--- config.mk ---
export PLATFORM = sky130hd
export DESIGN_NAME = fp_cvt_unit
export DESIGN_NICKNAME = d
export VERILOG_FILES = /design/src/verilog/fp_cvt_pkg.sv /design/src/verilog/fp_cvt_unit.sv /design/src/verilog/fp_f2i_result.sv /design/src/verilog/fp_f2i_execute.sv /design/src/verilog/fp_f2i_decode.sv /design/src/verilog/fp_round_simplified.sv
export VERILOG_INCLUDE_DIRS = /design/src /design/src/include
export SDC_FILE = /design/constraint.sdc
export NUM_CORES = 1
export LEC_CHECK = 0
export BUFFER_PORTS_ARGS = -buffer_cell sky130_fd_sc_hd__buf_2
export CAP_MARGIN = 15
export CORE_UTILIZATION = 55
export DETAILED_ROUTE_END_ITERATION = 8
export PLACE_DENSITY_LB_ADDON = 0.1
export SETUP_SLACK_MARGIN = 0.1
export SLEW_MARGIN = 0
export SYNTH_ARGS = -nofsm -noshare
export SYNTH_HDL_FRONTEND = slang
export SYNTH_SLANG_ARGS = --single-unit
--- constraint.sdc ---
create_clock -name clk -period 6.17 [get_ports clk]
set_input_delay 1.234 -clock clk [delete_from_list [all_inputs] [get_ports clk]]
set_output_delay 1.234 -clock clk [all_outputs]
set_load 0.05 [all_outputs]
--- src/include/fp_cvt_settings.svh ---
`ifndef FP_CVT_SETTINGS_SVH
`define FP_CVT_SETTINGS_SVH

// Integer datapath width
`define XLEN 32

// Single-precision operand layout
`define FLEN 32
`define EXPO_WIDTH 8
`define FRAC_WIDTH 23

// IEEE 754 single-precision bias
`define EXPO_BIAS 127

// Tag carried alongside each request
`define ID_WIDTH 3

`endif
--- src/verilog/fp_cvt_pkg.sv ---
`include "fp_cvt_settings.svh"

package fp_cvt_pkg;

  typedef logic [`ID_WIDTH-1:0] id_t;

  // RISC-V rounding mode encoding
  typedef enum logic [2:0] {
    RNE = 3'b000,
    RTZ = 3'b001,
    RDN = 3'b010,
    RUP = 3'b011,
    RMM = 3'b100
  } rm_t;

  typedef struct packed {
    logic                   sign;
    logic [`EXPO_WIDTH-1:0] expo;
    logic [`FRAC_WIDTH-1:0] frac;
  } fp_fields_t;

  // Same operand word, raw or split into IEEE fields
  typedef union packed {
    logic [`FLEN-1:0] bits;
    fp_fields_t       fields;
  } fp_word_u;

  typedef struct packed {
    logic     new_request;
    id_t      id;
    fp_word_u rs1;
    rm_t      rm;
    logic     is_signed;
  } f2i_issue_t;

  typedef struct packed {
    logic                      done;
    id_t                       id;
    logic                      sign;
    logic signed [`EXPO_WIDTH:0] expo_unbiased;
    logic [`EXPO_WIDTH-1:0]    abs_expo_unbiased;
    logic [`FRAC_WIDTH:0]      frac;
    logic                      int_less_than_1;
    logic                      expo_gt_31;
    logic                      expo_gt_30;
    logic                      is_signed;
    rm_t                       rm;
    logic                      subtract;
  } f2i_decoded_t;

  typedef struct packed {
    logic             done;
    id_t              id;
    logic [`XLEN-1:0] f2i_int;
    logic [`XLEN-1:0] in1;
    logic             subtract;
    logic             ovf_unsigned;
    logic             ovf_signed;
    logic             udf_signed;
    logic             special;
    logic             inexact;
  } f2i_executed_t;

  // fflags order is NV, DZ, OF, UF, NX
  typedef struct packed {
    logic             done;
    id_t              id;
    logic [`XLEN-1:0] rd;
    logic [4:0]       fflags;
  } f2i_wb_t;

endpackage

--- src/verilog/fp_cvt_unit.sv ---
`timescale 1ns/1ps
`include "fp_cvt_settings.svh"

module fp_cvt_unit import fp_cvt_pkg::*; (
  input  logic       clk,
  input  logic       rst,
  input  logic       advance,
  input  f2i_issue_t issue,
  output f2i_wb_t    wb
);

  f2i_decoded_t  dec;
  f2i_executed_t exe;

  ////////////////////////////////////////////////////////////
  // Stage 1, unpack and classify

  fp_f2i_decode u_decode (
    .clk     (clk),
    .rst     (rst),
    .advance (advance),
    .issue   (issue),
    .dec     (dec)
  );

  ////////////////////////////////////////////////////////////
  // Stage 2, shift, round, range check

  fp_f2i_execute u_execute (
    .clk     (clk),
    .rst     (rst),
    .advance (advance),
    .dec     (dec),
    .exe     (exe)
  );

  ////////////////////////////////////////////////////////////
  // Stage 3, signed sum and writeback

  fp_f2i_result u_result (
    .clk     (clk),
    .rst     (rst),
    .advance (advance),
    .exe     (exe),
    .wb      (wb)
  );

endmodule

--- src/verilog/fp_f2i_result.sv ---
`timescale 1ns/1ps
`include "fp_cvt_settings.svh"

module fp_f2i_result import fp_cvt_pkg::*; (
  input  logic          clk,
  input  logic          rst,
  input  logic          advance,
  input  f2i_executed_t exe,
  output f2i_wb_t       wb
);

  logic [`XLEN-1:0] in2;
  logic [`XLEN:0]   sum_ext;
  logic [`XLEN-1:0] sat_value;
  f2i_wb_t          wb_d;

  // Negative input gives -roundup - int through ~int with carry-in
  assign in2     = exe.f2i_int ^ {`XLEN{exe.subtract}};
  assign sum_ext = {exe.in1, 1'b1} + {in2, exe.subtract};

  always_comb begin
    if (exe.ovf_unsigned) begin
      sat_value = 32'hffff_ffff;
    end else if (exe.ovf_signed) begin
      sat_value = 32'h7fff_ffff;
    end else if (exe.udf_signed) begin
      sat_value = 32'h8000_0000;
    end else begin
      // Negative unsigned input
      sat_value = '0;
    end
  end

  always_comb begin
    wb_d        = '0;
    wb_d.done   = exe.done;
    wb_d.id     = exe.id;
    wb_d.rd     = exe.special ? sat_value : sum_ext[`XLEN:1];
    wb_d.fflags = {exe.special, 3'b000, exe.inexact & ~exe.special};
  end

  always_ff @(posedge clk) begin
    if (advance) begin
      wb <= wb_d;
    end
    if (rst) begin
      wb.done <= 1'b0;
    end
  end

endmodule

--- src/verilog/fp_f2i_execute.sv ---
`timescale 1ns/1ps
`include "fp_cvt_settings.svh"

module fp_f2i_execute import fp_cvt_pkg::*; (
  input  logic          clk,
  input  logic          rst,
  input  logic          advance,
  input  f2i_decoded_t  dec,
  output f2i_executed_t exe
);

  localparam int SHIFT_WIDTH = `XLEN + `FRAC_WIDTH;

  logic [SHIFT_WIDTH-1:0] shift_in;
  logic [SHIFT_WIDTH-1:0] int_dot_frac;
  logic [`XLEN-1:0]       f2i_int;
  logic [`FRAC_WIDTH:0]   f2i_frac;
  logic                   sticky;
  logic [2:0]             grs;
  logic                   roundup;
  logic                   inexact;
  logic [`XLEN-1:0]       in1;

  logic                   int_all_ones;
  logic                   int_max_signed;
  logic                   int_min_signed;
  logic                   ovf_unsigned;
  logic                   ovf_signed;
  logic                   udf_signed;
  logic                   neg_unsigned;
  logic                   special;
  f2i_executed_t          exe_d;

  ////////////////////////////////////////////////////////////
  // Integer / fraction split

  // Significand sits at the bottom, integer bits land above FRAC_WIDTH
  assign shift_in     = {{(`XLEN-1){1'b0}}, dec.frac};
  assign int_dot_frac = shift_in << dec.expo_unbiased;

  always_comb begin
    if (dec.int_less_than_1) begin
      f2i_int  = '0;
      f2i_frac = dec.frac;
    end else begin
      {f2i_int, f2i_frac} = {int_dot_frac, 1'b0};
    end
  end

  ////////////////////////////////////////////////////////////
  // Guard, round, sticky

  assign sticky = |f2i_frac[`FRAC_WIDTH-2:0];

  always_comb begin
    if (dec.int_less_than_1) begin
      if (dec.abs_expo_unbiased == 1) begin
        // Value in [0.5, 1)
        grs = {f2i_frac[`FRAC_WIDTH -: 2], sticky};
      end else if (dec.abs_expo_unbiased == 2) begin
        // Value in [0.25, 0.5), guard weight is empty
        grs = {1'b0, f2i_frac[`FRAC_WIDTH], f2i_frac[`FRAC_WIDTH-1] | sticky};
      end else begin
        // Everything folds into sticky
        grs = {2'b00, (|f2i_frac[`FRAC_WIDTH -: 2]) | sticky};
      end
    end else begin
      grs = {f2i_frac[`FRAC_WIDTH -: 2], sticky};
    end
  end

  assign inexact = |grs;

  fp_round_simplified u_round (
    .sign    (dec.sign),
    .rm      (dec.rm),
    .grs     (grs),
    .lsb     (f2i_int[0]),
    .roundup (roundup)
  );

  // Increment moves away from zero in the sign of the input
  assign in1 = dec.subtract ? -`XLEN'(roundup) : `XLEN'(roundup);

  ////////////////////////////////////////////////////////////
  // Range checks on the truncated magnitude

  assign int_all_ones   = &f2i_int;
  assign int_max_signed = ~f2i_int[`XLEN-1] & (&f2i_int[`XLEN-2:0]);
  assign int_min_signed = f2i_int[`XLEN-1] & ~(|f2i_int[`XLEN-2:0]);

  // Above 2^32-1
  assign ovf_unsigned = ~dec.is_signed & ~dec.sign &
                        ((int_all_ones & roundup) | dec.expo_gt_31);

  // Above 2^31-1
  assign ovf_signed = dec.is_signed & ~dec.sign &
                      ((int_max_signed & roundup) | dec.expo_gt_30);

  // Below -2^31, magnitude of exactly 2^31 is still legal
  assign udf_signed = dec.is_signed & dec.sign &
                      ((f2i_int[`XLEN-1] & (~int_min_signed | roundup)) |
                       dec.expo_gt_31);

  // Negative unsigned is only invalid when it does not round to zero
  assign neg_unsigned = ~dec.is_signed & dec.sign &
                        ((|f2i_int) | roundup | dec.expo_gt_31);

  assign special = ovf_unsigned | ovf_signed | udf_signed | neg_unsigned;

  always_comb begin
    exe_d              = '0;
    exe_d.done         = dec.done;
    exe_d.id           = dec.id;
    exe_d.f2i_int      = f2i_int;
    exe_d.in1          = in1;
    exe_d.subtract     = dec.subtract;
    exe_d.ovf_unsigned = ovf_unsigned;
    exe_d.ovf_signed   = ovf_signed;
    exe_d.udf_signed   = udf_signed;
    exe_d.special      = special;
    exe_d.inexact      = inexact;
  end

  ////////////////////////////////////////////////////////////
  // Stage register

  always_ff @(posedge clk) begin
    if (advance) begin
      exe <= exe_d;
    end
    if (rst) begin
      exe.done <= 1'b0;
    end
  end

endmodule

--- src/verilog/fp_f2i_decode.sv ---
`timescale 1ns/1ps
`include "fp_cvt_settings.svh"

module fp_f2i_decode import fp_cvt_pkg::*; (
  input  logic         clk,
  input  logic         rst,
  input  logic         advance,
  input  f2i_issue_t   issue,
  output f2i_decoded_t dec
);

  logic                        is_zero;
  logic                        is_nan;
  logic                        sign;
  logic signed [`EXPO_WIDTH:0] expo_unbiased;
  logic [`EXPO_WIDTH-1:0]      abs_expo_unbiased;
  logic                        hidden_bit;
  f2i_decoded_t                dec_d;

  ////////////////////////////////////////////////////////////
  // Classification

  // Zero of either sign
  assign is_zero = ~|issue.rs1.bits[`FLEN-2:0];

  // All-ones exponent with a nonzero fraction
  assign is_nan = (&issue.rs1.bits[`FLEN-2:`FRAC_WIDTH]) &
                  (|issue.rs1.bits[`FRAC_WIDTH-1:0]);

  // NaN saturates positive, -0.0 converts like +0.0
  assign sign = issue.rs1.fields.sign & ~is_nan & ~is_zero;

  ////////////////////////////////////////////////////////////
  // Exponent and significand

  assign expo_unbiased = $signed({1'b0, issue.rs1.fields.expo}) -
                         (`EXPO_WIDTH+1)'(`EXPO_BIAS);

  assign abs_expo_unbiased = expo_unbiased[`EXPO_WIDTH] ?
                             `EXPO_WIDTH'(-expo_unbiased) :
                             `EXPO_WIDTH'(expo_unbiased);

  // Denormals carry no hidden one
  assign hidden_bit = |issue.rs1.fields.expo;

  always_comb begin
    dec_d                   = '0;
    dec_d.done              = issue.new_request;
    dec_d.id                = issue.id;
    dec_d.sign              = sign;
    dec_d.expo_unbiased     = expo_unbiased;
    dec_d.abs_expo_unbiased = abs_expo_unbiased;
    dec_d.frac              = {hidden_bit, issue.rs1.fields.frac};
    dec_d.int_less_than_1   = expo_unbiased[`EXPO_WIDTH];
    dec_d.expo_gt_31        = expo_unbiased > 31;
    dec_d.expo_gt_30        = expo_unbiased > 30;
    dec_d.is_signed         = issue.is_signed;
    dec_d.rm                = issue.rm;
    dec_d.subtract          = sign;
  end

  ////////////////////////////////////////////////////////////
  // Stage register, only done is cleared

  always_ff @(posedge clk) begin
    if (advance) begin
      dec <= dec_d;
    end
    if (rst) begin
      dec.done <= 1'b0;
    end
  end

endmodule

--- src/verilog/fp_round_simplified.sv ---
`timescale 1ns/1ps
`include "fp_cvt_settings.svh"

module fp_round_simplified import fp_cvt_pkg::*; (
  input  logic       sign,
  input  rm_t        rm,
  input  logic [2:0] grs,
  input  logic       lsb,
  output logic       roundup
);

  logic guard;
  logic round_bit;
  logic sticky;
  logic any_dropped;

  assign guard       = grs[2];
  assign round_bit   = grs[1];
  assign sticky      = grs[0];
  assign any_dropped = |grs;

  always_comb begin
    case (rm)
      // Ties go to the even integer
      RNE: roundup = guard & (round_bit | sticky | lsb);
      RTZ: roundup = 1'b0;
      // Toward -inf, so only a negative value moves away from zero
      RDN: roundup = sign & any_dropped;
      RUP: roundup = ~sign & any_dropped;
      // Ties away from zero
      RMM: roundup = guard;
      default: roundup = 1'b0;
    endcase
  end

endmodule

# ---- Word-level counts from Yosys, hierarchy flattened
# Index checks and enable logic that the tools add are counted.
dict set report word_totals {
  ff_bits 165
  in_bits 43
  out_inout_bits 41
  word_cells 103
}
dict set report classes {
  n_addsub 4
  order_cmp 2
  n_eq_ne 5
  shift 1
  mux 12
  n_bitwise 41
  reduce_logical 12
}
# operator n
set op_table {}
lappend op_table {{$mux W32} 5}
lappend op_table {{$reduce_or A31 Y1} 2}
lappend op_table {{$shl A24 B9 Y55} 1}
lappend op_table {{$add A33 B33 Y33} 1}
lappend op_table {{$neg A1 Y32} 1}
lappend op_table {{$reduce_and A32 Y1} 1}
lappend op_table {{$reduce_or A32 Y1} 1}
lappend op_table {{$xor A32 B32 Y32} 1}
lappend op_table {{$reduce_and A31 Y1} 1}
lappend op_table {{$mux W24} 1}
lappend op_table {{$reduce_or A23 Y1} 1}
lappend op_table {{$reduce_or A22 Y1} 1}
lappend op_table {{$and A1 B1 Y1} 20}
lappend op_table {{$gt A9 B6 Y1 const B} 2}
lappend op_table {{$or A1 B1 Y1} 13}
lappend op_table {{$sub A8 B7 Y9 const B} 1}
lappend op_table {{$eq A8 B1 Y1 const B} 1}
lappend op_table {{$eq A8 B2 Y1 const B} 1}
lappend op_table {{$mux W8} 1}
lappend op_table {{$neg A8 Y8} 1}
lappend op_table {{$reduce_and A8 Y1} 1}
lappend op_table {{$reduce_or A8 Y1} 1}
lappend op_table {{$not A1 Y1} 7}
lappend op_table {{$eq A3 B2 Y1 const B} 2}
lappend op_table {{8 further kinds} 9}

# ---- Logic depth before layout (Yosys ltp)
# Gate-level depths: netlist of the first run.
dict set report logic_depth {
  ltp_word 17
  depth_mapped 13
}

# ---- Cells and area by module
# Synthesis of the first run repeated with hierarchy kept, for this count alone.
dict set report hier_totals {
  hier_cells 1047
  area_unflattened_um2 10306.1
}
# mod instances cells_each area_each_um2 seq_area_each_um2
set by_module_without_submodules {}
lappend by_module_without_submodules {fp_f2i_execute 1 510 4535.6 1311.3}
lappend by_module_without_submodules {fp_f2i_result 1 394 3565.9 1131.1}
lappend by_module_without_submodules {fp_f2i_decode 1 137 2154.6 1551.5}
lappend by_module_without_submodules {fp_round_simplified 1 6 50.0 0.0}

# ---- Worst setup path after synthesis of the first run
# No wires, ideal clock.
dict set report synth_timing {
  path_kind {register to register}
  startpoint {register, netlist name u_execute.exe[5]}
  endpoint {register, netlist name u_result.wb[29]}
  arrival_ps 3647
  t_required_ps 6034
  path_slack_ps 2387
  path_stages_with_launch 14
  path_buffers 2
  synth_period_minus_slack_ps 3783
  cell_sequence {edfxtp_1 clkbuf_1 clkbuf_1 xor2_1 ha_1 a21oi_1 o21bai_1 a2111oi_2 o22ai_1 o311ai_1 a21o_1 a21boi_0 or4b_2 nand3_1}
}

==> metrics, run 1 <==
GRT overflow=0; status=completed; # clock sinks=134; first-pass GRT wire length=38.72 mm; CTS tree=yes; Total GRT Usage=28.80%; Least-Margin Pin Slew=1109 ps; Critical R2R Capture=u_result.wb[35]; Hold Startpoint=u_decode.dec[50]; reg-to-reg setup timing slack=1730 ps; Placed Instances=1136; Die Ht=131.2 µm; post-synthesis cell count=873; Iteration-0 DRC Markers=737; Req. time, crit path=6390 ps; Setup CP Type=register to register; Post-synth EDFFs=131; ANT cells=0; fin crit period=4443 ps; synthesis-stage register bit count=134; top cells by area, synth=edfxtp_1 (43%), xor2_1 (4.9%), ha_1 (4.8%); Rows=46; num ports=84; slew margin rel.=26.08%; Routed Antenna Nets=0; WL met3=1.341 mm; DRT Wirelength=24.37 mm; hold_buf cts=0; Worst setup SP type=register; post-synthesis async set-or-reset flop share=0%; sequential area share after synthesis=43.53%; Via-to-Cell Ratio=6.500; Initial Util=57.14%; initial antenna violation count=0; final setup fails=0; Worst Hold Margin=425.5 ps; Nets=1017; MaxCap Viol Count=0; maximum fanout along the worst path=22; Non-Filler Instances=1168; wire length on met1=9.184 mm; final hold viol count=0; Layout fillers=1291; Inserted Clock Buffers=17; synth-to-layout area growth=11.81%; Endpoint, Worst Hold=u_execute.exe[70]; share of cells above drive strength 1=16.81%; Setup Skew=8.618 ps; f_max=225.1 MHz; Reg clk slew, reported paths=60 ps; Remaining DRCs=0; post-synth top area share=42.87%; vias post-DR=7592; hold path cells=0; port bufs=80; Leak=4.018 nW; routability cong.=1.034; postcts setup bufs=0; Synth Area per Inst=10.51 µm²; Yosys warning total=0; Synth top cells by count=edfxtp_1 (131), nor2_1 (76), xor2_1 (51); R2R depth=11; hpwl dp=18.67 mm; largest net degree at the start of global routing=93; most frequent cell after synthesis=edfxtp_1; met2 WL post-DR=12.16 mm; main flop type after synthesis=edfxtp_1; critical path arrival=4660 ps; Cell Pwr Density=286.6 nW/µm²; root buffer cell=clkbuf_16; RSZ-0062 raised after global routing=false; biggest area consumer among synthesized cells=edfxtp_1; worst skew pair latency=420 ps; Max Slew Vio Count=0; Max clock buf depth=2; wire per inst=20.86 µm; post-synth cell types=83; Pre-antenna DRT Iters=6; Reg-to-Reg Start=u_execute.exe[5]; total core area=16060 µm²; H-tree levels=4; DIE AREA=17200 µm²; Fin Setup TNS=0 ps; Tcrit/Tclk final=72.01%; Hold Path Class=register to register; die width=131.2 µm; Gates resized, CTS repair=0; maximum vdd ir drop=0.0001905 V; highest routed layer=met4; vias in the first global route=7415; Setup crit end kind=register; Mapped Area=9175 µm²
-- layout by cell type, fill, tap and decap left out, types with 28 or more instances in the layout --
master    instances
edfxtp_1        131
buf_2            79
nor2_1           76
xor2_1           51
o21ai_0          48
nand2_1          42
a21oi_1          42
ha_1             35
mux2i_1          33
inv_1            28
-- layout make-up --
| type | count | area (µm²) | share of cell area (%) |
|---|---|---|---|
| sequential | 134 | 3994 | 38.93 |
| tap | 216 | 270.3 | 2.634 |
| clock inverter | 14 | 146.4 | 1.427 |
| clock buffer | 18 | 429.2 | 4.183 |
| multi-input combinational | 667 | 4832 | 47.10 |
| inverter | 29 | 108.9 | 1.061 |
| timing repair buffer | 90 | 478.0 | 4.659 |
-- stage by stage --
stage / total power [mW] / setup slack (ps) / util, % / instance area, µm²
2_1_floorplan: 1.750 / 2387 / - / 9183
3_3_place_gp: 1.941 / 1977 / 60.30 / 9683
3_5_place_dp: 1.952 / 1785 / 60.30 / 9683
4_1_cts: 2.939 / 1749 / 63.89 / 10260
5_1_grt: 3.055 / 1521 / 63.89 / 10260
6_report: 2.940 / 1727 / 63.89 / 10260
-- critical path, cell delays in order, from the launching register on --
cell	delay [ps]
edfxtp_1	1010
xor2_1	150
ha_1	340
a21oi_1	150
o21bai_1	150
a2111oi_2	610
o22ai_1	290
o311ai_1	530
a41oi_1	290
o211a_1	300
o21a_1	170
o31ai_1	250
-- power breakdown --
part / leakage, nW / internal [mW] / switching [mW] / total (mW)
clock network: 0.285 / 0.598 / 0.392 / 0.990
registers: 1.34 / 1.10 / 0.0593 / 1.16
logic: 2.39 / 0.266 / 0.521 / 0.787
-- routing by layer --
layer  global-route usage (%)  vias up
met4                    21.31        0
li1                         -     3544
met2                    50.59      362
met5                        0        -
met1                    31.56     3578
met3                    4.360      108
-- logic make-up (layout without fill, tap and decap cells) --
| group | count (synthesis) | count (layout) | synth area share (%) |
|---|---|---|---|
| adder cells (fa/ha/maj) | 35 | 35 | 4.773 |
| flip-flops | 134 | 134 | 43.53 |
| other | 1 | 3 | 0.04087 |
| AO/OA/AOI/OAI | 261 | 261 | 19.87 |
| AND/OR/NAND/NOR | 240 | 240 | 13.27 |
| XOR/XNOR | 71 | 71 | 6.778 |
| multiplexers | 57 | 57 | 7.855 |
| buffers and inverters | 74 | 151 | 3.886 |
-- state kept, by name, indices dropped and copies added, names as in the netlist --
| name | count |
|---|---|
| u_decode.dec | 52 |
| u_execute.exe | 44 |
| u_result.wb | 38 |
-- how the worst max path moves through the flow --
stage                          start         endpoint  slack [ps]  cells past startpoint
floorplan           u_execute.exe[5]  u_result.wb[29]        2390                     13
CTS                 u_execute.exe[5]  u_result.wb[35]        1750                     11
global route        u_execute.exe[5]  u_result.wb[35]        1520                     11
detailed placement  u_execute.exe[5]  u_result.wb[35]        1780                     11
global placement    u_execute.exe[5]  u_result.wb[35]        1980                     11
finish              u_execute.exe[5]  u_result.wb[35]        1730                     11
Power figures use the tool's default switching activity.
==> run 2, diff against run 1 <==
--- a/config.mk
+++ b/config.mk
@@ -6,6 +6,7 @@
 export SDC_FILE = /design/constraint.sdc
 export NUM_CORES = 1
 export LEC_CHECK = 0
+export ABC_AREA = 1
 export BUFFER_PORTS_ARGS = -buffer_cell sky130_fd_sc_hd__buf_2
 export CAP_MARGIN = 15
 export CORE_UTILIZATION = 55
==> constraint.sdc (replaced) <==
create_clock -name clk -period 3.7 [get_ports clk]
set_input_delay 0.74 -clock clk [delete_from_list [all_inputs] [get_ports clk]]
set_output_delay 0.74 -clock clk [all_outputs]
set_load 0.05 [all_outputs]
==> metrics, run 2 <==
DRT Wirelength=23.55 mm; Largest regs=u_decode.dec x52, u_execute.exe x44, u_result.wb x38; port bufs=80; finished layout cell area=10680 µm²; MaxCap Viol Count=0; pre-CTS setup slack=497.7 ps; Nets=1327; largest net degree at the start of global routing=76; post-synth cell types=44; sequential area share after synthesis=42.32%; f_max=320.0 MHz; Die Ht=133.0 µm; Hold Path Class=register to register; placed inst area=10040 µm²; synthesis-stage register bit count=134; Least-Margin Pin Slew=948.4 ps; Layout fillers=1483; fin crit period=3125 ps; Net Sw Frac=34.39%; Tcrit/Tclk final=84.46%; largest family of logic cells by synthesized area=simple AND/OR/NAND/NOR gates; Max Slew Vio Count=0; Hold Startpoint=u_decode.dec[50]; share of cells above drive strength 1=14.18%; Mapped Area=9437 µm²; Pint=3.329 mW; Largest register FFs=52; Rows=47; Seq pwr share=37.6%; Max clock buf depth=2; slew margin rel.=36.77%; post-synthesis adder-cell area fraction=4.641%; wire per inst=15.89 µm; biggest area consumer among synthesized cells=edfxtp_1; hpwl dp=17.78 mm; status=completed; ANT cells=0; num ports=84; H-tree levels=4; Via-to-Cell Ratio=5.743; Setup crit end kind=register; critical path arrival=3290 ps; hold path cells=0; global-route track usage on met2=46.80%; main flop type after synthesis=edfxtp_1; Clk pwr share=34.0%; R2R depth=19; maximum vdd ir drop=0.0003272 V; die width=133.0 µm; most frequent cells in the layout=nand2_1 (258), nand3_1 (220), edfxtp_1 (131); GRT overflow=0; Leak=4.999 nW; initial antenna violation count=0; Remaining DRCs=0; Non-Filler Instances=1482; DIE AREA=17690 µm²; PnR worst setup slack=574.9 ps; Cell Pwr Density=475.3 nW/µm²; vias in the first global route=7730; Biggest register=u_decode.dec; post-synthesis compound-gate area fraction=9.268%; most frequent cell after synthesis=nand2_1; xor and xnor fraction of the mapped netlist area=5.198%; Initial Util=56.70%; CTS tree=yes; commonest non-fill, non-tap cell in the layout=nand2_1; synth-to-layout area growth=13.13%; top cells by area, synth=edfxtp_1 (42%), nand3_1 (12%), nand2_1 (10%); post-synth top area share=41.69%; vias post-DR=8511; Routed Antenna Nets=0; Setup Skew=8.549 ps; Total GRT Usage=27.81%; Critical R2R Capture=u_result.wb[31]; Setup CP Type=register to register; Reg-to-Reg Start=u_execute.exe[5]; Req. time, crit path=3870 ps; root buffer cell=clkbuf_16; maximum fanout along the worst path=8; Pre-antenna DRT Iters=5; combinational group share of total power=28.4%; Gates resized, CTS repair=0; final setup fails=0; total core area=16640 µm²; # clock sinks=134; RSZ-0062 raised after global routing=false; Worst Hold Margin=421.1 ps; Worst setup SP type=register; post-synthesis cell count=1176; Synth top cells by count=nand2_1 (258), nand3_1 (220), edfxtp_1 (131); simple-gate portion of the synthesized area=31.80%; Net Sw Power=1.745 mW; busiest grt layer=met2; first-pass GRT wire length=38.36 mm; post-synthesis async set-or-reset flop share=0%; Reg clk slew, reported paths=60 ps; Post-synth EDFFs=131; Iteration-0 DRC Markers=641; reg-to-reg setup timing slack=570 ps; final hold viol count=0; Yosys warning total=0; post-synthesis mux area share=0%; met3 global-route usage=4.138%; Fin Setup TNS=0 ps; Placed Instances=1446; Inserted Clock Buffers=17; Synth Area per Inst=8.024 µm²; Endpoint, Worst Hold=u_execute.exe[70]; GR Layer Usage met1=34.05%; routability cong.=0.9602; worst skew pair latency=420 ps
run 2: changes by cell type after synthesis, moves of 13 or more:
cell      before  now
buf_2          7   22
o221ai_1      13    0
nand3_1       21  220
o22ai_1       25    0
nand3_2        0   24
nand2_1       42  258
inv_1         28   94
mux2i_1       33    0
run 2: cell type report:
type / instances / area [µm²] / share of cell area [%]
flip-flops and latches: 134 / 3994 / 37.41
repair buffers: 104 / 608.1 / 5.696
inverters: 100 / 375.4 / 3.516
clock inverters: 12 / 141.4 / 1.324
well taps: 220 / 275.3 / 2.579
clock buffers: 20 / 466.7 / 4.372
multi-input cells: 892 / 4815 / 45.10
run 2: layer usage:
layer,vias to the layer above,share of wire [%]
met1,3872,42
met5,-,0
met2,331,48
met4,0,4.4
li1,4247,-
met3,61,5.0
run 2: critical path, cell delays in order, from the launching register on:
cell      delay [ps]
edfxtp_1         450
buf_4            210
xor2_1           170
ha_1             340
nand2_1          100
nand3_2          100
a21oi_1          190
inv_1             80
nand2_1           70
nand2_1           90
a21boi_2         200
inv_1             60
nand2_1           70
nand2_1          110
a21boi_2         180
o21ai_0          150
nand2_1           90
nand2_1           60
nor2_1            90
o21ai_1           70
run 2: worst max path at each step:
stage	start	end	slack (ps)	depth (start not counted)
2_1_floorplan	u_execute.exe[5]	u_result.wb[31]	630	20
4_1_cts	u_execute.exe[5]	u_result.wb[36]	450	15
6_report	u_execute.exe[5]	u_result.wb[31]	570	19
5_1_grt	u_execute.exe[36]	u_result.wb[33]	290	10
3_3_place_gp	u_execute.exe[5]	u_result.wb[33]	540	11
3_5_place_dp	u_execute.exe[5]	u_result.wb[31]	500	18
run 2: cell families (layout without fill, tap and decap cells):
group,after synthesis,count (layout)
buffers and inverters,152,236
AOI/OAI and AO/OA,154,154
DFF,134,134
other,1,3
and+or+nand+nor,644,644
adders and majority gates,35,35
xor gates and xnor gates,56,56
run 2: metrics by stage:
step                total power, mW  utilization (%)
finish                        5.074            64.15
global route                  5.316            64.15
CTS                           5.080            63.97
detailed placement            3.354            60.31
global placement              3.343            60.31
floorplan                     2.994                -
run 2: power groups by stage:
stage,Combinational (mW),Sequential [mW],Clock (mW)
6_report,1.44,1.91,1.72
5_1_grt,1.60,1.92,1.80
4_1_cts,1.42,1.91,1.75
3_5_place_dp,1.41,1.94,0
3_3_place_gp,1.40,1.94,0
2_1_floorplan,0.879,2.11,0
run 2: repair_timing:
item / in CTS / in global routing
endpoints found under the setup margin: 0 / 1
hold endpoints to repair: 0 / 0
hold buffers: 0 / 0
buffers inserted: 0 / 4
==> run 3, diff against run 2 <==
--- a/config.mk
+++ b/config.mk
@@ -6,7 +6,7 @@
 export SDC_FILE = /design/constraint.sdc
 export NUM_CORES = 1
 export LEC_CHECK = 0
-export ABC_AREA = 1
+export ABC_AREA = 0
 export BUFFER_PORTS_ARGS = -buffer_cell sky130_fd_sc_hd__buf_2
 export CAP_MARGIN = 15
 export CORE_UTILIZATION = 55
==> constraint.sdc (replaced) <==
create_clock -name clk -period 3.15 [get_ports clk]
set_input_delay 0.63 -clock clk [delete_from_list [all_inputs] [get_ports clk]]
set_output_delay 0.63 -clock clk [all_outputs]
set_load 0.05 [all_outputs]
==> metrics, run 3 (synthesis results as in run 1) <==
utilization after layout=80.10%; ANT cells=0; Crit path largest cell delay=550 ps; Via-to-Cell Ratio=6.438; Remaining DRCs=0; Non-Filler Instances=1400; Max clock buf depth=2; Biggest register=u_decode.dec; f_max=291.9 MHz; vias in the first global route=9012; H-tree levels=4; Leak=5.301 nW; Total GRT Usage=34.46%; Hold Path Class=input port to register; largest net degree at the start of global routing=55; RSZ-0062 raised after global routing=true; Routed Antenna Nets=0; Max Slew Vio Count=0; maximum fanout along the worst path=17; Cell Pwr Density=513.2 nW/µm²; maximum vdd ir drop=0.0004179 V; critical path arrival=3560 ps; pre-CTS setup slack=-324.5 ps; Setup crit end kind=register; die width=131.2 µm; Die Ht=131.2 µm; status=finished with violations; Req. time, crit path=3290 ps; DRT Wirelength=30.06 mm; fin crit period=3426 ps; GRT overflow=0; Initial Util=57.14%; hold_buf cts=0; Worst Path Buf+Inv=1; Pre-antenna DRT Iters=7; Largest register FFs=52; first-pass GRT wire length=46.40 mm; slew margin rel.=21.20%; Setup CP Type=register to register; Tcrit/Tclk final=108.8%; wire per inst=21.47 µm; Nets=1249; PnR worst setup slack=-275.7 ps; num ports=84; critical path cell sequence=buf_12 > xor2_2 > ha_1 > nand4_1 > or2_4 > or4_4 > o22ai_4 > o311ai_4 > a41oi_2 > o211a_1 > o21a_1 > o31ai_1; Iteration-0 DRC Markers=985; Setup Skew=8.875 ps; CTS tree=yes; Placed Instances=1333; Inserted Clock Buffers=17; final setup fails=16; total power draw=6.601 mW; failing checks=setup timing; Crit path max-delay family=compound AO/OA/AOI/OAI gates; MaxCap Viol Count=0; vias post-DR=9013; placed inst area=11280 µm²; share of cells above drive strength 1=41.13%; Largest regs=u_decode.dec x52, u_execute.exe x44, u_result.wb x38; worst skew pair latency=430 ps; commonest non-fill, non-tap cell in the layout=buf_4; Layout fillers=955; final hold viol count=0; hpwl dp=20.71 mm; # clock sinks=134; CP max stage cell=or4_4; most frequent cells in the layout=buf_4 (227), edfxtp_1 (131), buf_2 (79); Reg clk slew, reported paths=60 ps; total core area=16060 µm²; routability cong.=0.9895; Fin Setup TNS=-2238 ps; root buffer cell=clkbuf_16; DIE AREA=17200 µm²; synth-to-layout area growth=40.19%; port bufs=80; Least-Margin Pin Slew=1182 ps; finished layout cell area=12860 µm²; Rows=46; Worst setup SP type=register; Worst Hold Margin=377.1 ps; initial antenna violation count=0
[run 3: path summary, 6_finish.rpt]
| path | cells past startpoint | from | slack [ps] | endpoint |
|---|---|---|---|---|
| min | 1 | issue[37] | 380 | u_decode.dec[51] |
| min reg2reg | 0 | u_decode.dec[51] | 420 | u_execute.exe[71] |
| max | 12 | u_execute.exe[5] | -280 | u_result.wb[35] |
| max reg2reg | 12 | u_execute.exe[5] | -280 | u_result.wb[35] |
[run 3: power by group]
part / leakage [nW] / switching, mW / total (mW) / internal, mW
Clock: 0.302 / 0.786 / 2.12 / 1.33
Combinational: 3.66 / 1.29 / 2.21 / 0.928
Sequential: 1.34 / 0.109 / 2.27 / 2.16
[run 3: cell type report]
class | count | area [µm²] | area share [%]
multi-input combinational | 667 | 5492 | 42.69
sequential | 134 | 3994 | 31.05
timing repair buffer | 322 | 2370 | 18.42
clock buffer | 18 | 429.2 | 3.337
tap | 216 | 270.3 | 2.101
clock inverter | 14 | 198.9 | 1.547
inverter | 29 | 108.9 | 0.8463
[run 3: timing repair]
item / CTS / global route
cloned: 2 / 0
setup buffers: 26 / 9
endpoints found under the setup margin: 21 / 29
pin swaps: 24 / 31
gates resized for setup: 63 / 73
hold endpoints to repair: 0 / 0
[run 3: routing by layer]
metal | routed length (µm) | GRT usage [%]
met5 | 0 | 0
met2 | 15280 | 61.73
met4 | 1984 | 23.01
met1 | 10900 | 37.79
met3 | 1903 | 5.131
